==> config.mk <==
export PLATFORM = sky130hd
export DESIGN_NAME = axil_master
export DESIGN_NICKNAME = d
export VERILOG_FILES = /design/src/design/axil_master.sv
export VERILOG_INCLUDE_DIRS = /design/src /design/src/include
export SDC_FILE = /design/constraint.sdc
export NUM_CORES = 1
export LEC_CHECK = 0
export ABC_CLOCK_PERIOD_IN_PS = 2800
export BUFFER_PORTS_ARGS = -buffer_cell sky130_fd_sc_hd__buf_2
export CAP_MARGIN = 20
export CORE_AREA = 2 2 97 99
export CTS_CLUSTER_DIAMETER = 200
export DETAILED_ROUTE_END_ITERATION = 8
export DIE_AREA = 0 0 99 101
export PLACE_DENSITY_LB_ADDON = 0.12
export SLEW_MARGIN = 20
export SYNTH_ARGS = -nofsm -noshare
export SYNTH_HDL_FRONTEND = slang
export SYNTH_SLANG_ARGS = --single-unit
==> constraint.sdc <==
create_clock -name clk -period 2.8 [get_ports clk]
set_input_delay 0.56 -clock clk [delete_from_list [all_inputs] [get_ports clk]]
set_output_delay 0.56 -clock clk [all_outputs]
set_load 0.01 [all_outputs]
==> src/include/mmu_consts.svh <==
`ifndef MMU_CONSTS_SVH
`define MMU_CONSTS_SVH

// word and memory geometry
`define MMU_DATA_W       32
`define MMU_RAM_WORDS    1024

// tlb size
`define MMU_TLB_ENTRIES  4
`define MMU_TLB_IDX_W    2

// unmapped kernel segments
`define MMU_KSEG0_BASE   32'h8000_0000
`define MMU_KSEG1_BASE   32'hA000_0000

// axi response codes
`define MMU_RESP_OKAY    2'b00
`define MMU_RESP_DECERR  2'b11

`endif
==> src/design/axil_master.sv <==
`default_nettype none
`timescale 1ns/1ps
`include "mmu_consts.svh"

module axil_master (
	input  wire                       clk,
	input  wire                       rst_n_i,
	input  wire                       cmd_valid_i,
	input  wire                       cmd_we_i,
	input  wire  [`MMU_DATA_W-1:0]    cmd_addr_i,
	input  wire  [`MMU_DATA_W-1:0]    cmd_wdata_i,
	output logic                      cmd_done_o,
	output logic [`MMU_DATA_W-1:0]    cmd_rdata_o,
	output logic                      cmd_err_o,
	output logic                      m_awvalid_o,
	input  wire                       m_awready_i,
	output logic [`MMU_DATA_W-1:0]    m_awaddr_o,
	output logic                      m_wvalid_o,
	input  wire                       m_wready_i,
	output logic [`MMU_DATA_W-1:0]    m_wdata_o,
	output logic [`MMU_DATA_W/8-1:0]  m_wstrb_o,
	input  wire                       m_bvalid_i,
	output logic                      m_bready_o,
	input  wire  [1:0]                m_bresp_i,
	output logic                      m_arvalid_o,
	input  wire                       m_arready_i,
	output logic [`MMU_DATA_W-1:0]    m_araddr_o,
	input  wire                       m_rvalid_i,
	output logic                      m_rready_o,
	input  wire  [`MMU_DATA_W-1:0]    m_rdata_i,
	input  wire  [1:0]                m_rresp_i
);
	logic                   busy_q;
	logic                   we_q;
	logic [`MMU_DATA_W-1:0] addr_q;
	logic [`MMU_DATA_W-1:0] data_q;
	logic [1:0]             resp;

	always_ff @(posedge clk or negedge rst_n_i) begin
		if (!rst_n_i) begin
			busy_q <= 1'b0;
			we_q <= 1'b0;
			m_awvalid_o <= 1'b0;
			m_wvalid_o <= 1'b0;
			m_arvalid_o <= 1'b0;
		end else if (!busy_q) begin
			if (cmd_valid_i) begin
				busy_q <= 1'b1;
				we_q <= cmd_we_i;
				m_awvalid_o <= cmd_we_i; // aw and w go out together
				m_wvalid_o <= cmd_we_i;
				m_arvalid_o <= !cmd_we_i;
			end
		end else begin
			if (m_awready_i) begin
				m_awvalid_o <= 1'b0;
			end
			if (m_wready_i) begin
				m_wvalid_o <= 1'b0;
			end
			if (m_arready_i) begin
				m_arvalid_o <= 1'b0;
			end
			if (cmd_done_o) begin
				busy_q <= 1'b0;
			end
		end
	end

	always_ff @(posedge clk) begin
		if (!busy_q && cmd_valid_i) begin
			addr_q <= cmd_addr_i;
			data_q <= cmd_wdata_i;
		end
	end

	assign m_awaddr_o = addr_q;
	assign m_araddr_o = addr_q;
	assign m_wdata_o = data_q;
	assign m_wstrb_o = '1; // always whole words
	assign m_bready_o = 1'b1;
	assign m_rready_o = 1'b1;

	assign resp = we_q ? m_bresp_i : m_rresp_i;
	assign cmd_done_o = busy_q &&
		(we_q ? (m_bvalid_i && m_bready_o) : (m_rvalid_i && m_rready_o));
	assign cmd_rdata_o = m_rdata_i;
	assign cmd_err_o = (resp == `MMU_RESP_DECERR);

endmodule

`default_nettype wire

Word-level counts from Yosys, hierarchy flattened
Index checks and enable logic that the tools add are counted.
{ "word_totals": {"elab_cells": 34, "in_bits": 109, "output_inout_bits": 139, "register_bits": 69} }
{ "classes": {"bitwise_logic": 1, "reduce_logical": 9, "n_eq_ne": 4, "mux": 13} }
{ "ops": {"columns": ["op", "n"], "rows": [
  ["$mux 1", 12],
  ["$reduce_and 2->1", 4],
  ["$ne 2x2->1 const B", 3],
  ["$eq 2x2->1 const B", 1],
  ["$logic_and 1x1->1", 2],
  ["$logic_not 1->1", 2],
  ["$mux 2", 1],
  ["$reduce_bool 2->1", 1],
  ["$not 1->1", 1]
]} }

Depth between registers and ports, before layout
{ "depth": {"depth_word": 4, "ltp_mapped": 3, "mapped_depth_nobuf": 3} }

Least setup slack after synthesis
Ideal clock, no wire load.
{ "synth_timing": {"path_type": "input to register", "start": "input cmd_valid_i", "end": "register we_q", "stages": 2, "path_slack_ns": 0.705, "arrival_time_ns": 1.968, "setup_time_ns": 0.127, "path_buffers": 0, "required_ns": 2.673, "cell_sequence": "nor2b_4 > mux2_1"} }
{ "synth_between": {"elab_chain_cells": 1} }
{ "synth_lines": {"columns": ["item", "line_no", "source"], "rows": [
  ["start, declared", "axil_master.sv:8", "input wire cmd_valid_i,"],
  ["$reduce_and 2->1 (no line)", null, null],
  ["end signal, assigned", "axil_master.sv:49", "we_q <= cmd_we_i;"],
  ["end, declared", "axil_master.sv:34", "logic we_q;"]
]} }
No other way between the ends.
A chain may end at the register's enable or synchronous reset.

Final worst setup path
{ "layout_timing": {"start": "register we_q", "end": "output cmd_done_o"} }
{ "layout_between": {"elab_chain_cells": 2} }
{ "layout_lines": {"columns": ["item", "line_no", "source"], "rows": [
  ["$mux 1", "axil_master.sv:86", "(we_q ? (m_bvalid_i && m_bready_o) : (m_rvalid_i && m_rready_o));"],
  ["$logic_and 1x1->1", "axil_master.sv:85", "assign cmd_done_o = busy_q &&"],
  ["end, declared", "axil_master.sv:12", "output logic cmd_done_o,"]
]} }
No other way between the ends.

==> flow_summary.yaml <==
placed_design:
  dpl_cell_area_um2: 3240
  place.gp.congestion: 0.749
  io_buffers: 177
  dpl.hpwl_mm: 4.38
  dp_slack_ps: 1060
timing:
  finClkSkew_ps: 7.27
  setup_viol: 0
  fin_setup_tns_ps: 0
  hold_viol_final: 0
  fin_crit_ps: 1760
  tightest_slew_ps: 543
  rsz0062_at_grt: "false"
  finalMaxSlewViolations: 0
  slew_headroom_pct: 63.8
  setup_ws_ps: 1040
  finalCritPeriodShare_pct: 62.8
  fmax_ghz: 0.569
setup_path:
  crit_arrival_ps: 1200
  start_kind: "flop"
  endpoint_kind: "output port"
  rrSetupSlack_ps: 1310
  worst-path-max-fanout: 4
  critical_path_required_ps: 2240
  worstSetupPathType: "flop to output port"
pwr:
  clkPwrFrac_pct: 31.3
  switching_share_pct: 27.5
  p_int_mw: 2.07
  powerDensity_nw_per_um2: 822
  seqPwrFrac_pct: 50.1
  p_comb_share_pct: 18.6
  vdd_drop_max_mv: 0.274
  power_leakage_nw: 1.57
  p_sw_mw: 0.784
run:
  maxCapViolations: 0
clocking:
  clk_pin_slew_ps: 80
  htree_levels: 3
  clock_path_buffers: 2
  cts_tree: "yes"
  post_cts_buffers: 0
  clkLatencyLatePin_ps: 340
  numCtsBuffers: 9
  root_buffer: "clkbuf_8"
  post_cts_resize_count: 0
  cts_sinks: 69
outcome:
  outcome: "finished clean"
global_route:
  grt_pass1_wl_mm: 8.02
  grt_usage_pct: 10.9
  overflow: 0
  antenna_found_initial: 0
  grt_max_degree: 45
  grt_pass1_vias: 1518
floorplanning:
  rows: 35
  dieArea_um2: 10000
  die-height_um: 101
  start_util_pct: 30.2
  core_area_um2: 8980
  dieWidth_um: 99
  ios: 248
drt:
  drc_errors: 0
  wl_per_cell_um: 14.2
  drt_iter0_markers: 42
  vias: 1585
  wl_mm: 5.70
  routed_via_density: 3.96
  ant_nets: 0
  first_pass_iters: 4
yosys:
  yosys_warnings: 0
  syn_area_um2: 2710
  synthCells: 159
  synth_cell_types: 15
  synth-seq-cells: 69
  syn_area_per_cell_um2: 17.1
  synth-seq-area-share_pct: 75.5
finish:
  fin_area_um2: 3470
  diodes: 0
  final_nets: 393
  area_growth_pct: 27.9
  drive_above_1_share_pct: 67.5
  fill_cells: 881
worst_hold_path:
  hold_class: "input pin to flop"
==> what timing repair did <==
item                                   4_1_cts  5_1_grt
setup endpoints to repair                    0        0
endpoints found under the hold margin        0        2
hold buffers                                 0        1
==> power groups by stage <==
| stage | sequential [mW] | combinational [mW] | clock [mW] |
|---|---|---|---|
| 3_5_place_dp | 1.45 | 0.546 | 0 |
| 4_1_cts | 1.43 | 0.545 | 0.928 |
| 3_3_place_gp | 1.45 | 0.544 | 0 |
| 5_1_grt | 1.46 | 0.581 | 0.974 |
| 2_1_floorplan | 1.52 | 0.312 | 0 |
| 6_report | 1.43 | 0.530 | 0.893 |
==> final timing paths <==
| check | cells past startpoint | to | start |
|---|---|---|---|
| min in group asynchronous | 2 | busy_q | rst_n_i |
| max | 3 | cmd_done_o | we_q |
| min reg2reg | 2 | m_awvalid_o | m_awvalid_o |
| max reg2reg | 2 | m_araddr_o[4] | busy_q |
| min | 1 | m_araddr_o[18] | cmd_addr_i[18] |
| max in group asynchronous | 2 | m_arvalid_o | rst_n_i |
==> critical path: stages, from the launching register on <==
cell	delay, ps
dfrtp_1	400
mux2i_1	250
nor2b_1	70
buf_2	140
==> state kept, by name, indices dropped and copies added, names as in the netlist <==
name / flops
m_awvalid_o: 1
m_wdata_o: 32
we_q: 1
m_wvalid_o: 1
m_araddr_o: 32
busy_q: 1
m_arvalid_o: 1
==> synth_stat cells, drive strengths merged <==
library cell	n	share of area [%]
buf	71	20
edfxtp	64	71
dfrtp	5	4.6
mux2i	4	1.5
nand2	3	0.42
nor2b	2	0.74
o21ai	2	0.37
o22ai	2	0.46
a21o	1	0.28
conb	1	0.14
inv	1	0.14
mux2	1	0.42
nand3	1	0.18
nand3b	1	0.28
==> metal layers <==
layer,global-route usage (%),share of wire (%),up-vias
met3,5.96,14,16
li1,-,-,731
met1,11.6,36,709
met4,7.06,2.3,0
met2,16.8,48,129
met5,0,0,-
==> area by class of cell <==
class	instances	area [um^2]	share of cell area, %
Timing Repair Buffer	180	911	26.3
Tap cell	111	139	4.00
Clock buffer	9	124	3.57
Multi-Input combinational cell	23	148	4.26
Clock inverter	7	96.3	2.78
Inverter	1	3.75	0.108
Sequential cell	69	2050	59.0
==> metrics by stage <==
step	total power [mW]	std cells	hold WS, ps	util [%]
2_1_floorplan	1.83	164	264	-
3_3_place_gp	2.00	383	381	36.1
3_5_place_dp	2.00	383	382	36.1
4_1_cts	2.91	399	3.56	38.5
5_1_grt	3.01	400	358	38.6
6_report	2.85	400	385	38.6
==> logic make-up after synthesis <==
logic type             count (synthesis)  synth area share [%]
muxes                                  5                  1.89
DFF                                   69                  75.5
and+or+nand+nor                        7                  1.61
buffers and inverters                 72                  19.8
other                                  1                 0.138
AOI/OAI and AO/OA                      5                  1.11
==> layout by cell type (no fill, tap or decap) <==
master,netlist,final
bufinv_16,0,2
nand3_1,1,1
a21o_1,1,1
clkinvlp_4,0,2
inv_1,1,1
o22ai_1,2,2
edfxtp_1,64,64
dfrtp_1,5,5
clkbuf_8,0,9
dlygate4sd3_1,0,1
nor2b_1,1,1
clkinv_1,0,1
mux2i_1,4,4
nor2b_4,1,1
inv_6,0,2
buf_2,0,177
mux2_1,1,1
nand2_1,3,3
buf_4,71,2
conb_1,1,6
o21ai_0,2,2
nand3b_1,1,1
Power figures use the tool's default switching activity.
