**config.mk**
```make
export PLATFORM = sky130hd
export DESIGN_NAME = addr_xlate
export DESIGN_NICKNAME = d
export VERILOG_FILES = /design/src/design/mmu_pkg.sv /design/src/design/addr_xlate.sv
export VERILOG_INCLUDE_DIRS = /design/src /design/src/include
export SDC_FILE = /design/constraint.sdc
export NUM_CORES = 1
export LEC_CHECK = 0
export BUFFER_PORTS_ARGS = -buffer_cell sky130_fd_sc_hd__buf_2
export CORE_MARGIN = 3
export CORE_UTILIZATION = 60
export DETAILED_ROUTE_END_ITERATION = 7
export PLACE_DENSITY = 0.87
export SYNTH_ARGS = -nofsm -noshare
export SYNTH_HDL_FRONTEND = slang
export SYNTH_SLANG_ARGS = --single-unit
export TNS_END_PERCENT = 20
```
**constraint.sdc**
```tcl
create_clock -name clk -period 7.1 [get_ports clk]
set_input_delay 0.71 -clock clk [delete_from_list [all_inputs] [get_ports clk]]
set_output_delay 0.71 -clock clk [all_outputs]
set_load 0.1 [all_outputs]
```
**src/include/mmu_consts.svh**
```systemverilog
`ifndef MMU_CONSTS_SVH
`define MMU_CONSTS_SVH

// word and memory geometry
`define MMU_DATA_W       32
`define MMU_RAM_WORDS    1024

// tlb size
`define MMU_TLB_ENTRIES  4
`define MMU_TLB_IDX_W    2

// unmapped kernel segments
`define MMU_KSEG0_BASE   32'h8000_0000
`define MMU_KSEG1_BASE   32'hA000_0000

// axi response codes
`define MMU_RESP_OKAY    2'b00
`define MMU_RESP_DECERR  2'b11

`endif
```
**src/design/mmu_pkg.sv**
```systemverilog
`default_nettype none

package mmu_pkg;

	// one virtual address word, decoded by segment or by page
	typedef union packed {
		struct packed {
			logic [2:0]  segment; // top bits pick kuseg/kseg0/kseg1/...
			logic [28:0] offset;
		} seg;
		struct packed {
			logic [19:0] vpn;
			logic [11:0] poff;
		} page;
	} vaddr_u;

	typedef enum logic [2:0] {
		EXC_NONE = 3'd0,
		EXC_TLBL = 3'd1, // tlb miss on load or fetch
		EXC_TLBS = 3'd2, // tlb miss on store
		EXC_TLBM = 3'd3, // store to clean page
		EXC_BUS  = 3'd4
	} exc_code_e;

endpackage

`default_nettype wire

```
**src/design/addr_xlate.sv**
```systemverilog
`default_nettype none
`timescale 1ns/1ps
`include "mmu_consts.svh"

module addr_xlate #(
	parameter int n_entries = `MMU_TLB_ENTRIES
) (
	input  wire                       clk,
	input  wire                       rst_n_i,
	input  wire  [`MMU_DATA_W-1:0]    vaddr_i,
	input  wire                       store_i,
	output logic [`MMU_DATA_W-1:0]    paddr_o,
	output mmu_pkg::exc_code_e        exc_o,
	input  wire                       tlb_we_i,
	input  wire  [`MMU_TLB_IDX_W-1:0] tlb_idx_i,
	input  wire  [19:0]               tlb_vpn_i,
	input  wire  [19:0]               tlb_pfn_i,
	input  wire                       tlb_v_i,
	input  wire                       tlb_d_i
);
	import mmu_pkg::*;

	localparam logic [`MMU_DATA_W-1:0] kseg0_base = `MMU_KSEG0_BASE;
	localparam logic [`MMU_DATA_W-1:0] kseg1_base = `MMU_KSEG1_BASE;

	vaddr_u              va;
	logic [19:0]         tlb_vpn [n_entries];
	logic [19:0]         tlb_pfn [n_entries];
	logic [n_entries-1:0] tlb_v;
	logic [n_entries-1:0] tlb_d;
	logic                direct;
	logic                hit;
	logic                hit_d;
	logic [19:0]         hit_pfn;

	assign va = vaddr_i;
	assign direct = (va.seg.segment == kseg0_base[`MMU_DATA_W-1 -: 3]) ||
		(va.seg.segment == kseg1_base[`MMU_DATA_W-1 -: 3]);

	always_ff @(posedge clk or negedge rst_n_i) begin
		if (!rst_n_i) begin
			tlb_v <= '0;
		end else if (tlb_we_i) begin
			tlb_v[tlb_idx_i] <= tlb_v_i;
		end
	end

	always_ff @(posedge clk) begin
		if (tlb_we_i) begin
			tlb_vpn[tlb_idx_i] <= tlb_vpn_i;
			tlb_pfn[tlb_idx_i] <= tlb_pfn_i;
			tlb_d[tlb_idx_i] <= tlb_d_i;
		end
	end

	always_comb begin
		hit = 1'b0;
		hit_d = 1'b0;
		hit_pfn = '0;
		for (int i = 0; i < n_entries; i++) begin
			if (!hit && tlb_v[i] && (tlb_vpn[i] == va.page.vpn)) begin // lowest index wins
				hit = 1'b1;
				hit_d = tlb_d[i];
				hit_pfn = tlb_pfn[i];
			end
		end
	end

	always_comb begin
		paddr_o = {3'b000, va.seg.offset}; // kseg0/kseg1 strip segment
		exc_o = EXC_NONE;
		if (!direct) begin
			paddr_o = {hit_pfn, va.page.poff};
			if (!hit) begin
				exc_o = store_i ? EXC_TLBS : EXC_TLBL;
			end else if (store_i && !hit_d) begin
				exc_o = EXC_TLBM;
			end
		end
	end

endmodule

`default_nettype wire

```
# Word level (Yosys, flattened, before mapping)
# Memories as Yosys holds them, arrays and structs flattened.
# Index checks and enable logic that the tools add are counted.
[word_totals] word_cells=49 memories=2 output_inout_bits=35 mem_bits_rw=160 regBits=8 inputBits=80
[classes] reduce_logical=14 n_eq_ne=6 order_cmp=2 muxes=23
[mem_list] name="tlb_pfn" depth=4 width=20 rd=4 rd_ports_with_merged_regs=0 write_ports=1 line_no="addr_xlate.sv:28" text="logic [19:0] tlb_pfn [n_entries];"
[mem_list] name="tlb_vpn" depth=4 width=20 rd=4 rd_ports_with_merged_regs=0 write_ports=1 line_no="addr_xlate.sv:27" text="logic [19:0] tlb_vpn [n_entries];"
[ops] operator="== test 20 bit" count=4
[ops] operator="2-to-1 mux 20 bit" count=4
[ops] operator="2-to-1 mux 32 bit" count=1
[ops] operator="2-to-1 mux 1 bit" count=11
[ops] operator="logical AND 1 bit" count=9
[ops] operator="bitwise mux 4 bit" count=2
[ops] operator="2-to-1 mux 2 bit" count=4
[ops] operator="== test 3 bit, second input constant" count=2
[ops] operator="zero test 1 bit" count=4
[ops] operator="< comparator 2 x 3 -> 1 bit, second input constant" count=1
[ops] operator="demux 1 bit (select 2 bit)" count=1
[ops] operator="greater-or-equal comparator 2 x 1 -> 1 bit, second input constant" count=1
[ops] operator="logical OR 1 bit" count=1

# Depth between registers and ports, before layout
# An unclocked memory read counts as a cell.
[depth] depth_word=21 depth_mapped=9 mapped_depth_nobuf=6

# Worst setup path before layout
# OpenSTA, ideal clock, no wires.
[synth_path] path_kind="input port to output port" startpoint="input vaddr_i[24]" endpoint="output exc_o[1]" cell_stages=9 slack_ns=2.008 t_arrival_ns=4.382 cell_sequence="clkbuf_1 -> xor2_1 -> nor4_2 -> nand4_4 -> or2_1 -> buf_6 -> clkbuf_1 -> nand4_1 -> nor3b_1"
[synth_between] elab_chain_cells=20
[synth_lines] item="from (decl)" line_no="addr_xlate.sv:10" text="input wire [`MMU_DATA_W-1:0] vaddr_i,"
[synth_lines] item="== test 20 bit" line_no="addr_xlate.sv:61" text="if (!hit && tlb_v[i] && (tlb_vpn[i] == va.page.vpn)) begin"
[synth_lines] item="logical AND 1 bit" line_no="addr_xlate.sv:61"
[synth_lines] item="2-to-1 mux 1 bit" line_no="addr_xlate.sv:61"
[synth_lines] item="zero test 1 bit" line_no="addr_xlate.sv:61"
[synth_lines] item="logical AND 1 bit (2 in series)" line_no="addr_xlate.sv:61"
[synth_lines] item="2-to-1 mux 1 bit" line_no="addr_xlate.sv:61"
[synth_lines] item="zero test 1 bit" line_no="addr_xlate.sv:61"
[synth_lines] item="logical AND 1 bit (2 in series)" line_no="addr_xlate.sv:61"
[synth_lines] item="2-to-1 mux 1 bit" line_no="addr_xlate.sv:61"
[synth_lines] item="zero test 1 bit" line_no="addr_xlate.sv:61"
[synth_lines] item="logical AND 1 bit (2 in series)" line_no="addr_xlate.sv:61"
[synth_lines] item="2-to-1 mux 1 bit" line_no="addr_xlate.sv:61"
[synth_lines] item="zero test 1 bit" line_no="addr_xlate.sv:76" text="end else if (store_i && !hit_d) begin"
[synth_lines] item="logical AND 1 bit" line_no="addr_xlate.sv:76"
[synth_lines] item="2-to-1 mux 2 bit" line_no="addr_xlate.sv:76"
[synth_lines] item="2-to-1 mux 2 bit *" line_no="addr_xlate.sv:74" text="if (!hit) begin"
[synth_lines] item="2-to-1 mux 2 bit *" line_no="addr_xlate.sv:72" text="if (!direct) begin"
[synth_lines] item="to (decl)" line_no="addr_xlate.sv:13" text="output mmu_pkg::exc_code_e exc_o,"
# Mark *: on every way between the ends. The rest lies on a longest branch, timed or not.

# Worst setup path in the final report
[layout_path] startpoint="input vaddr_i[21]" endpoint="output paddr_o[14]"
[layout_between] elab_chain_cells=16
[layout_lines] item="== test 20 bit" line_no="addr_xlate.sv:61"
[layout_lines] item="logical AND 1 bit" line_no="addr_xlate.sv:61"
[layout_lines] item="2-to-1 mux 1 bit" line_no="addr_xlate.sv:61"
[layout_lines] item="zero test 1 bit" line_no="addr_xlate.sv:61"
[layout_lines] item="logical AND 1 bit (2 in series)" line_no="addr_xlate.sv:61"
[layout_lines] item="2-to-1 mux 1 bit" line_no="addr_xlate.sv:61"
[layout_lines] item="zero test 1 bit" line_no="addr_xlate.sv:61"
[layout_lines] item="logical AND 1 bit (2 in series)" line_no="addr_xlate.sv:61"
[layout_lines] item="2-to-1 mux 1 bit" line_no="addr_xlate.sv:61"
[layout_lines] item="zero test 1 bit" line_no="addr_xlate.sv:61"
[layout_lines] item="logical AND 1 bit (2 in series)" line_no="addr_xlate.sv:61"
[layout_lines] item="2-to-1 mux 20 bit *" line_no="addr_xlate.sv:61"
[layout_lines] item="2-to-1 mux 32 bit *" line_no="addr_xlate.sv:72"
[layout_lines] item="to (decl)" line_no="addr_xlate.sv:12" text="output logic [`MMU_DATA_W-1:0] paddr_o,"
# Marks and branches as above.

==> results.yml <==
clock_network:
  ctsResizeCount: 0
  cts-root-buf: "clkbuf_16"
  postCtsSetupBuffers: 0
  cts_tree: "done"
  ctsHoldBuffers: 0
  clock_sinks: 168
  clk_pin_slew_ns: 0.06
  h-tree-depth: 4
  cts_max_path_buffers: 2
  clock_latency_ns: 0.42
  cts_inserted_buffers: 17
synth:
  netlist_area_mm2: 0.00731
  synth_common_cells: "edfxtp_1 (164), xor2_1 (42), xnor2_1 (35)"
  synth_largest_area_cell: "edfxtp_1"
  synth_edf_count: 164
  ys.flop_type: "edfxtp_1"
  ys_types: 46
  async_reset_ff_frac: 0.0238
  synth_area_per_cell_um2: 15.2
  netlist.area_leader.share: 0.673
  yosys_warnings: 0
  synth.ff_latch_count: 168
  ys_top_cells_by_area: "edfxtp_1 (67%), xor2_1 (5.0%), xnor2_1 (4.2%), a211o_1 (2.0%), a311oi_1 (2.0%)"
  yosysMostFrequentCell: "edfxtp_1"
  ys_seq_area_frac: 0.687
  postSynthNetCount: 561
  netlist_instances: 481
drt:
  first_iter_violations: 736
  wire_per_inst_um: 24.7
  ant_nets: 0
  route.detailed.drc: 0
  wl_um: 17200
  firstDrtPassIters: 5
  vias_per_cell: 6.54
  vias: 4557
die:
  die_h_um: 116
  ios: 115
  rows: 39
  initial_utilization: 0.627
  dieWidth_um: 116
  dieArea_mm2: 0.0136
  core_mm2: 0.0117
critical_path:
  crit_path_end: "paddr_o[14]"
  cp.arrival_ns: 3.96
  crit_path_top_delay_cell: "or2_1"
  critical_path_cell_count: 8
  startpoint_type: "primary input"
  path_cells: "buf_2, xor2_1, nor4_1, nand3_2, or2_1, and4b_4, a211o_1, buf_2"
  critPathTopFamily: "simple AND/OR/NAND/NOR gates"
  r2r_setup_slack_ns: 6.32
  r2r_end: "tlb_v[0]"
  worstReg2RegStart: "tlb_v[0]"
  cp_max_fo: 28
  reg2reg_depth: 1
  cpPeakStageDelay_ns: 0.81
  path_common_cell: "buf_2"
  criticalPathCategory: "in2out"
  crit_path_start: "vaddr_i[21]"
  required_ns: 6.39
  critPathBufInv: 2
  critPathCaptureType: "output pin"
sta:
  max_freq_mhz: 214
  hold_viol_final: 0
  setup_slack_ns: 2.43
  period_needed_ns: 4.67
  rsz0062_at_grt: "false"
  slew-limit-headroom: 0.245
  worstMarginPinSlew_ns: 1.13
  min_period_over_period: 0.658
  finalSetupViolCount: 0
  tns_ns: 0
  slew_violations: 0
  fin_skew_ns: 0
grt:
  grt_pass1_vias: 4531
  grt_pass1_wl_um: 25600
  overflow: 0
  grt_antenna_before_repair: 0
  grtUsageTotal: 0.262
  grt_max_degree: 43
placement:
  dp_hpwl_um: 10800
  dp_slack_ns: 2.54
  gp_congestion: 0.866
  io_buffers: 89
worst_hold_path:
  min_path_type: "in2async"
power_and_ir_drop:
  peakVddDrop_mv: 0.137
  p_per_area_mw_per_mm2: 273
  total_leakage_power_nw: 2.92
cells_and_area:
  num_antenna_cells: 0
  nets: 622
  drive_gt1_frac: 0.249
  area_growth_pct: 13.4
status:
  outcome: "finished, final reports clean"
run:
  drv_cap: 0
## cell usage in the layout (no fill, tap or decap), types with 2 or more instances in the layout
master,Yosys,layout
o2111ai_1,17,17
nand3_1,24,24
nand4_1,10,10
o2111a_1,2,2
and2_1,16,16
inv_1,6,6
nand2_1,4,4
nor4_4,2,2
xor2_1,42,42
dfrtp_1,4,4
buf_4,13,5
nor4_1,8,7
clkbuf_16,0,17
o2bb2ai_1,3,3
o21ai_0,4,4
clkbuf_1,23,2
clkinv_2,0,2
mux2_2,4,4
buf_2,10,89
edfxtp_1,164,164
xnor2_1,35,35
a311oi_1,17,17
nor3_1,19,19
bufinv_16,0,3
and3_1,5,4
clkinv_4,0,2
o211a_1,3,3
clkinvlp_4,0,3
a211o_1,17,17
nand2b_1,2,2
nor4_2,1,2
## state kept, by name, summed over array words and instances, names as in the netlist
register	count
tlb_d	4
tlb_vpn	80
tlb_pfn	80
tlb_v	4
## through the flow
stage / total power (W) / area, um^2 / instances / hold slack [ns] / util
final: 0.00226 / 8290 / 697 / 0.0888 / 0.711
after global routing: 0.00231 / 8290 / 697 / 0.0800 / 0.711
after CTS: 0.00226 / 8290 / 697 / 0.0741 / 0.711
after detailed placement: 0.00136 / 7710 / 666 / 0.501 / 0.661
after global placement: 0.00135 / 7710 / 666 / 0.487 / 0.661
after floorplan: 0.00133 / 7310 / 481 / 0.414 / -
## final cells by class
class	count	area, um^2
Tap cell	143	179
Fill cell	732	3370
Timing Repair Buffer	94	483
Inverter	6	22.5
Sequential cell	168	5020
Clock inverter	12	153
Multi-Input combinational cell	255	2000
Clock buffer	19	433
## logic make-up (layout without fill, tap and decap cells)
| kind of cell | after synthesis | count (layout) | synth area share |
|---|---|---|---|
| AO/OA/AOI/OAI | 70 | 70 | 0.0825 |
| buffers and inverters | 58 | 131 | 0.0433 |
| other | 1 | 1 | 0.000513 |
| XOR/XNOR | 77 | 77 | 0.0922 |
| multiplexers | 4 | 4 | 0.00616 |
| flip-flops | 168 | 168 | 0.687 |
| AND/OR/NAND/NOR | 103 | 103 | 0.0884 |
## where the power goes
part | switching [W] | total, W | internal, W
logic | 0.000124 | 0.000178 | 0.0000534
clock network | 0.000368 | 0.000918 | 0.000550
registers | 0.0000198 | 0.00116 | 0.00115
## how the worst min path moves through the flow
| stage | from | endpoint | slack, ns |
|---|---|---|---|
| floorplan | rst_n_i | tlb_v[0] | 0.41 |
| CTS | rst_n_i | tlb_v[1] | 0.07 |
| global route | rst_n_i | tlb_v[1] | 0.08 |
| global placement | tlb_v[3] | tlb_v[3] | 0.49 |
| detailed placement | tlb_v[3] | tlb_v[3] | 0.50 |
| finish | rst_n_i | tlb_v[1] | 0.09 |
## layer usage
metal	GRT usage	wire [um]	up-vias
met5	0	0	-
met4	0.0936	357	0
met3	0.0642	1540	43
met2	0.410	8510	295
met1	0.363	6830	2248
li1	-	-	1971
No activity file was read; power rests on OpenSTA's default activity.
