===== config.mk =====
export PLATFORM = sky130hd
export DESIGN_NAME = mem_port_arbiter
export DESIGN_NICKNAME = d
export VERILOG_FILES = /design/src/design/mmu_pkg.sv /design/src/design/mem_port_arbiter.sv
export VERILOG_INCLUDE_DIRS = /design/src /design/src/include
export SDC_FILE = /design/constraint.sdc
export NUM_CORES = 1
export LEC_CHECK = 0
export ABC_AREA = 1
export BUFFER_PORTS_ARGS = -buffer_cell sky130_fd_sc_hd__clkbuf_2
export CAP_MARGIN = 25
export CORE_AREA = 2 2 133 135
export DETAILED_ROUTE_END_ITERATION = 12
export DIE_AREA = 0 0 135 137
export PLACE_DENSITY = 0.55
export SETUP_SLACK_MARGIN = 0.4
export SYNTH_ARGS = -nofsm -noshare
export SYNTH_HDL_FRONTEND = slang
export SYNTH_SLANG_ARGS = --single-unit

===== constraint.sdc =====
create_clock -name clk -period 3 [get_ports clk]
set_input_delay 0.6 -clock clk [delete_from_list [all_inputs] [get_ports clk]]
set_output_delay 0.6 -clock clk [all_outputs]
set_load 0.005 [all_outputs]

===== src/include/mmu_consts.svh =====
`ifndef MMU_CONSTS_SVH
`define MMU_CONSTS_SVH

// word and memory geometry
`define MMU_DATA_W       32
`define MMU_RAM_WORDS    1024

// tlb size
`define MMU_TLB_ENTRIES  4
`define MMU_TLB_IDX_W    2

// unmapped kernel segments
`define MMU_KSEG0_BASE   32'h8000_0000
`define MMU_KSEG1_BASE   32'hA000_0000

// axi response codes
`define MMU_RESP_OKAY    2'b00
`define MMU_RESP_DECERR  2'b11

`endif

===== src/design/mmu_pkg.sv =====
`default_nettype none

package mmu_pkg;

	// one virtual address word, decoded by segment or by page
	typedef union packed {
		struct packed {
			logic [2:0]  segment; // top bits pick kuseg/kseg0/kseg1/...
			logic [28:0] offset;
		} seg;
		struct packed {
			logic [19:0] vpn;
			logic [11:0] poff;
		} page;
	} vaddr_u;

	typedef enum logic [2:0] {
		EXC_NONE = 3'd0,
		EXC_TLBL = 3'd1, // tlb miss on load or fetch
		EXC_TLBS = 3'd2, // tlb miss on store
		EXC_TLBM = 3'd3, // store to clean page
		EXC_BUS  = 3'd4
	} exc_code_e;

endpackage

`default_nettype wire


===== src/design/mem_port_arbiter.sv =====
`default_nettype none
`timescale 1ns/1ps
`include "mmu_consts.svh"

module mem_port_arbiter (
	input  wire                         clk,
	input  wire                         rst_n_i,
	input  wire                         if_req_i,
	input  wire  [`MMU_DATA_W-1:0]      if_addr_i,
	output logic [`MMU_DATA_W-1:0]      if_rdata_o,
	output logic                        if_stall_o,
	input  wire                         mem_req_i,
	input  wire                         mem_we_i,
	input  wire  [`MMU_DATA_W/8-1:0]    mem_sel_i,
	input  wire  [`MMU_DATA_W-1:0]      mem_addr_i,
	input  wire  [`MMU_DATA_W-1:0]      mem_wdata_i,
	output logic [`MMU_DATA_W-1:0]      mem_rdata_o,
	output logic                        mem_stall_o,
	output logic [`MMU_DATA_W-1:0]      xl_vaddr_o,
	output logic                        xl_store_o,
	input  wire  [`MMU_DATA_W-1:0]      xl_paddr_i,
	input  wire  mmu_pkg::exc_code_e    xl_exc_i,
	output logic                        cmd_valid_o,
	output logic                        cmd_we_o,
	output logic [`MMU_DATA_W-1:0]      cmd_addr_o,
	output logic [`MMU_DATA_W-1:0]      cmd_wdata_o,
	input  wire                         cmd_done_i,
	input  wire  [`MMU_DATA_W-1:0]      cmd_rdata_i,
	input  wire                         cmd_err_i,
	output logic                        exc_valid_o,
	output mmu_pkg::exc_code_e          exc_code_o
);
	import mmu_pkg::*;

	localparam logic [2:0] s_idle      = 3'd0;
	localparam logic [2:0] s_mem_read  = 3'd1;
	localparam logic [2:0] s_mem_write = 3'd2;
	localparam logic [2:0] s_fetch     = 3'd3;
	localparam logic [2:0] s_complete  = 3'd4;

	logic [2:0]             state_q;
	logic                   sel_mem_q; // data port is being served
	exc_code_e              exc_q;
	logic [`MMU_DATA_W-1:0] paddr_q;
	logic [`MMU_DATA_W-1:0] wdata_q;
	logic [`MMU_DATA_W-1:0] rdata_q;
	logic [`MMU_DATA_W-1:0] merged;
	logic                   full_word;

	assign full_word = &mem_sel_i;

	// data port wins the translator when both ask
	assign xl_vaddr_o = mem_req_i ? mem_addr_i : if_addr_i;
	assign xl_store_o = mem_req_i && mem_we_i;

	// selected bytes from the store, the rest from memory
	always_comb begin
		merged = cmd_rdata_i;
		for (int b = 0; b < `MMU_DATA_W/8; b++) begin
			if (mem_sel_i[b]) begin
				merged[8*b +: 8] = mem_wdata_i[8*b +: 8];
			end
		end
	end

	always_ff @(posedge clk or negedge rst_n_i) begin
		if (!rst_n_i) begin
			state_q <= s_idle;
			sel_mem_q <= 1'b0;
			exc_q <= EXC_NONE;
		end else begin
			case (state_q)
				s_idle: begin
					if (mem_req_i || if_req_i) begin
						sel_mem_q <= mem_req_i;
						exc_q <= xl_exc_i;
						if (xl_exc_i != EXC_NONE) begin
							state_q <= s_complete; // fault, no bus access
						end else if (!mem_req_i) begin
							state_q <= s_fetch;
						end else if (mem_we_i && full_word) begin
							state_q <= s_mem_write;
						end else begin
							state_q <= s_mem_read; // load, or first half of rmw
						end
					end
				end
				s_mem_read: begin
					if (cmd_done_i) begin
						if (cmd_err_i) begin
							exc_q <= EXC_BUS;
							state_q <= s_complete;
						end else if (mem_we_i) begin
							state_q <= s_mem_write;
						end else begin
							state_q <= s_complete;
						end
					end
				end
				s_mem_write, s_fetch: begin
					if (cmd_done_i) begin
						if (cmd_err_i) begin
							exc_q <= EXC_BUS;
						end
						state_q <= s_complete;
					end
				end
				s_complete: begin
					state_q <= s_idle;
				end
				default: begin
					state_q <= s_idle;
				end
			endcase
		end
	end

	always_ff @(posedge clk) begin
		if (state_q == s_idle) begin
			paddr_q <= xl_paddr_i;
			wdata_q <= mem_wdata_i;
		end
		if (cmd_done_i && (state_q == s_mem_read || state_q == s_fetch)) begin
			rdata_q <= cmd_rdata_i;
		end
		if (cmd_done_i && state_q == s_mem_read) begin
			wdata_q <= merged;
		end
	end

	assign cmd_valid_o = (state_q == s_mem_read) || (state_q == s_mem_write) ||
		(state_q == s_fetch);
	assign cmd_we_o = (state_q == s_mem_write);
	assign cmd_addr_o = paddr_q;
	assign cmd_wdata_o = wdata_q;

	assign mem_stall_o = mem_req_i && !(state_q == s_complete && sel_mem_q);
	assign if_stall_o = if_req_i && !(state_q == s_complete && !sel_mem_q);
	assign mem_rdata_o = rdata_q;
	assign if_rdata_o = rdata_q;

	assign exc_valid_o = (state_q == s_complete) && (exc_q != EXC_NONE);
	assign exc_code_o = exc_q;

endmodule

`default_nettype wire


Word-level counts from Yosys, hierarchy flattened
Cells that the tools add are included.
{"block": "op_classes", "shift": 0, "n_reduce_logical": 27, "muxes": 20, "addsub": 0, "mul": 0, "bitwise": 0, "n_eq_ne": 9, "magnitude_cmp": 0, "div_mod_pow": 0}
{"cell": "two-way mux 32 bit", "n": 3}
{"cell": "two-way mux 8 bit", "n": 4}
{"cell": "two-way mux 3 bit", "n": 9}
{"cell": "logical AND 1 bit", "n": 9}
{"cell": "one-hot mux 3 bit (3 select lines)", "n": 1}
{"cell": "AND reduction 4 bit", "n": 2}
{"cell": "== test 3 x 2 -> 1 bit (second input constant)", "n": 2}
{"cell": "!= test 2 bit (second input constant)", "n": 3}
{"cell": "one-hot mux 3 bit (2 select lines)", "n": 1}
{"cell": "nonzero test 3 bit", "n": 2}
{"cell": "logical OR 1 bit", "n": 4}
{"cell": "two-way mux 2 bit", "n": 2}
{"cell": "!= test 2 x 1 -> 1 bit (second input constant)", "n": 2}
{"cell": "nonzero test 2 bit", "n": 2}
{"cell": "== test 3 x 1 -> 1 bit (second input constant)", "n": 1}
{"cell": "== test 3 bit (second input constant)", "n": 1}
{"cell": "zero test 1 bit", "n": 3}
{"cell": "zero test 3 bit", "n": 1}
{"cell": "AND reduction 3 bit", "n": 1}
{"cell": "OR reduction 3 bit", "n": 1}
{"cell": "AND reduction 2 bit", "n": 1}
{"cell": "OR reduction 2 bit", "n": 1}
{"block": "totals", "regBits": 103, "rom_bits": 0, "out_inout_bits": 169, "ramBits": 0, "n_memories": 0, "elab_cells": 62, "latchBits": 0}

Longest topological paths before layout
{"block": "depth", "ltp_word": 7, "depth_mapped": 7, "ltp_nobuf": 7}

Least setup slack after synthesis
No wires, ideal clock.
{"block": "synth_timing", "path_type": "in2reg", "startpoint": "input port cmd_done_i", "endpoint": "register rdata_q[0] (netlist: if_rdata_o[0]), enable pin", "stages": 2, "setup_time_ns": 0.421, "setup_slack_ns": 0.513, "t_arrival_ns": 2.066, "cell_sequence": "inv_1 -> nor2_1"}
{"block": "synth_between", "elab_chain_len": 1}
{"element": "start, declared", "line": "mem_port_arbiter.sv:27", "rtl": "input wire cmd_done_i,"}
{"element": "logical AND 1 bit", "line": "mem_port_arbiter.sv:123", "rtl": "if (cmd_done_i && (state_q == s_mem_read || state_q == s_fetch)) begin"}
{"element": "end signal, assigned", "line": "mem_port_arbiter.sv:124", "rtl": "rdata_q <= cmd_rdata_i;"}
{"element": "end, declared", "line": "mem_port_arbiter.sv:46", "rtl": "logic [`MMU_DATA_W-1:0] rdata_q;"}
Every way passes these cells.
A chain may end at the register's enable or synchronous reset.

Final worst setup path
{"block": "layout_timing", "startpoint": "register state_q[1]", "endpoint": "output port mem_stall_o"}
{"block": "layout_between", "elab_chain_len": 4}
{"element": "start, declared", "line": "mem_port_arbiter.sv:41", "rtl": "logic [2:0] state_q;"}
{"element": "start signal, assigned", "line": "mem_port_arbiter.sv:68", "rtl": "state_q <= s_idle;"}
{"element": "start signal, assigned", "line": "mem_port_arbiter.sv:78", "rtl": "state_q <= s_complete;"}
{"element": "start signal, assigned", "line": "mem_port_arbiter.sv:80", "rtl": "state_q <= s_fetch;"}
{"element": "== test 3 bit", "line": "mem_port_arbiter.sv:137", "rtl": "assign mem_stall_o = mem_req_i && !(state_q == s_complete && sel_mem_q);"}
{"element": "logical AND 1 bit", "line": "mem_port_arbiter.sv:137"}
{"element": "zero test 1 bit", "line": "mem_port_arbiter.sv:137"}
{"element": "logical AND 1 bit", "line": "mem_port_arbiter.sv:137"}
{"element": "end, declared", "line": "mem_port_arbiter.sv:18", "rtl": "output logic mem_stall_o,"}
Every way passes these cells.

==> impl_metrics.env <==
export IMPL_portBuffers=342
export IMPL_die_y_um=137
export IMPL_synth_top_area_share_pct=65.01
export IMPL_synth_xor_area_share_pct=0
export IMPL_yosys_area_share_simple_pct=21.95
export IMPL_drv_slew=0
export IMPL_die_w_um=135
export IMPL_drtAntennaViolNets=0
export IMPL_diodes=0
export IMPL_die_area_um2=18500
export IMPL_fin_crit_ns=2.175
export IMPL_hold_viol_final=0
export IMPL_synth_seq_area_share_pct=68.96
export IMPL_dpl_cell_area_um2=6196
export IMPL_synth_seq_cells=103
export IMPL_worstMarginPinSlew_ns=0.5711
export IMPL_finalPower_mw=4.396
export IMPL_synth_commonest_cells="nand2_1 (189), edfxtp_1 (96), nand3_1 (38), buf_4 (35), inv_1 (10)"
export IMPL_yosys_top_cells_area="edfxtp_1 (65%), nand2_1 (16%), buf_4 (5.9%)"
export IMPL_synth_top_family_by_area="simple AND/OR/NAND/NOR gates"
export IMPL_synth_area_um2=4434
export IMPL_fp_row_count=48
export IMPL_synth_mux_area_share_pct=0
export IMPL_finalSetupViolations=0
export IMPL_synth_cells=412
export IMPL_wl_per_cell_um=14.56
export IMPL_multi_input_area_um2=1035
export IMPL_async_reset_ff_share_pct=6.796
export IMPL_dr_pass1_iters=4
export IMPL_post_cts_buffers=0
export IMPL_relSlewSlack_pct=61.63
export IMPL_wl_mm=13.95
export IMPL_pwr_density_cell_nw_per_um2=676.9
export IMPL_peakVddDrop_v=0.0002648
export IMPL_grt_total_usage_pct=14.68
export IMPL_setup_tns_ns=0
export IMPL_rsz0062_at_grt="false"
export IMPL_grt_max_degree=38
export IMPL_syn_nets=586
export IMPL_yosysTopAreaCell="edfxtp_1"
export IMPL_htreeDepth=3
export IMPL_worst_setup_path_type="reg -> out"
export IMPL_clockBufferDepth=2
export IMPL_yosysMostFrequentCell="nand2_1"
export IMPL_required_ns=2.40
export IMPL_avgViaCountPerCell=4.159
export IMPL_clk_pin_slew_ns=0.07
export IMPL_cts_tree="done"
export IMPL_grt_pass1_wl_mm=20.35
export IMPL_cts_buffers=9
export IMPL_hold_class="in -> async"
export IMPL_gp_congestion=0.7645
export IMPL_grt_overflow=0
export IMPL_p_leak_nw=3.335
export IMPL_cts_root_buf="clkbuf_16"
export IMPL_antenna_found_initial=0
export IMPL_synthAdderAreaFrac_pct=0
export IMPL_nets=902
export IMPL_ys_warn_count=0
export IMPL_cts_resized=0
export IMPL_synth_compound_gate_area_share_pct=1.213
export IMPL_clk_latency_ns=0.35
export IMPL_fill_cells=1740
export IMPL_min_period_over_period_pct=72.51
export IMPL_drv_cap=0
export IMPL_detailed_place_hpwl_mm=11.29
export IMPL_drive_gt1_share_pct=50.07
export IMPL_fin_skew_ns=0.007781
export IMPL_crit_fanout=6
export IMPL_design_area_um2=6494
export IMPL_syn2layout_area_growth_pct=46.44
export IMPL_end_kind="output port"
export IMPL_worstPathArrival_ns=1.58
export IMPL_cts_num_sinks=103
export IMPL_vias=3984
export IMPL_avgSynthCellArea_um2=10.76
export IMPL_outcome="finished clean"
export IMPL_core_um2=17060
export IMPL_ys_flop_type="edfxtp_1"
export IMPL_drc_errors=0
export IMPL_cts_hold_buf=0
export IMPL_start_kind="flop"
export IMPL_seqCellArea_um2=3058
export IMPL_initial_core_util_pct=26.00
export IMPL_synthDistinctLibCells=19
export IMPL_drt_initial_drc_count=153
export IMPL_fmax_mhz=459.7
export IMPL_synth_edf_count=96
export IMPL_io_pins=343
export IMPL_grt_pass1_vias=3813
[per-stage QoR]
stage | hold slack, ns | setup WS (ns) | util, % | cells
floorplan | 0.3044 | 0.5129 | - | 412
global placement | 0.4561 | 0.8177 | 36.33 | 942
detailed placement | 0.4553 | 0.8208 | 36.33 | 942
CTS | 0.07344 | 0.7634 | 38.07 | 958
global route | 0.07604 | 0.6652 | 38.07 | 958
finish | 0.08127 | 0.8248 | 38.07 | 958
[sequential cells by signal, summed over array words and instances, names as in the netlist]
| signal | flops |
|---|---|
| cmd_addr_o | 32 |
| cmd_wdata_o | 32 |
| if_rdata_o | 32 |
| exc_code_o | 3 |
| state_q | 3 |
| sel_mem_q | 1 |
[path summary, 6_finish.rpt]
check | start | end | slack (ns) | depth (start not counted)
min in group clk | xl_paddr_i[20] | cmd_addr_o[20] | 0.42 | 1
worst min register to register | exc_code_o[0] | exc_code_o[0] | 0.51 | 2
worst max-delay path | state_q[1] | mem_stall_o | 0.82 | 5
worst min-delay path | rst_n_i | exc_code_o[1] | 0.08 | 1
worst max register to register | state_q[2] | cmd_wdata_o[30] | 1.03 | 7
max in group asynchronous | rst_n_i | state_q[1] | 2.75 | 1
[cell usage in the layout, fill, tap and decap left out, drive strengths merged]
cell type	Yosys	layout
clkinv	4	6
nor2	8	8
bufinv	0	1
buf	37	5
clkbuf	5	352
nand3	38	38
or2	1	1
inv	12	14
dfrtp	7	7
a21oi	2	2
nor3	4	4
nand2	189	189
o21ai	6	6
o21bai	1	1
a31oi	1	1
nand4	1	1
clkinvlp	0	1
edfxtp	96	96
[cells by family after synthesis]
kind of cell / count (synthesis)
AOI/OAI and AO/OA: 10
and+or+nand+nor: 241
buffers and inverters: 58
DFF: 103
[worst max-delay path, cell delays in order, from the launching register on]
cell	delay (ns)
dfrtp_1	0.45
nor2_1	0.28
nand2_1	0.16
o21ai_0	0.17
inv_1	0.06
clkbuf_2	0.11
[report_power, final]
group	internal (mW)	leakage (nW)	switching [mW]	total [mW]
registers	2.05	1.01	0.116	2.16
clock network	0.653	0.143	0.519	1.17
logic	0.421	2.18	0.640	1.06
[layout make-up]
cell class,count,share of cell area [%]
Tap cell,225,4.335
Clock inverter,6,1.060
Timing Repair Buffer,347,27.13
Multi-Input combinational cell,251,15.93
Inverter,16,0.9249
Clock buffer,10,3.526
Sequential cell,103,47.09
[per-layer routing]
metal	routed length [um]	GRT usage, %	vias up
met5	0	0	-
met4	150	4.340	0
met3	1139	3.741	9
met2	7403	27.64	214
met1	5255	16.26	1787
li1	-	-	1974
No activity file was read; power rests on OpenSTA's default activity.
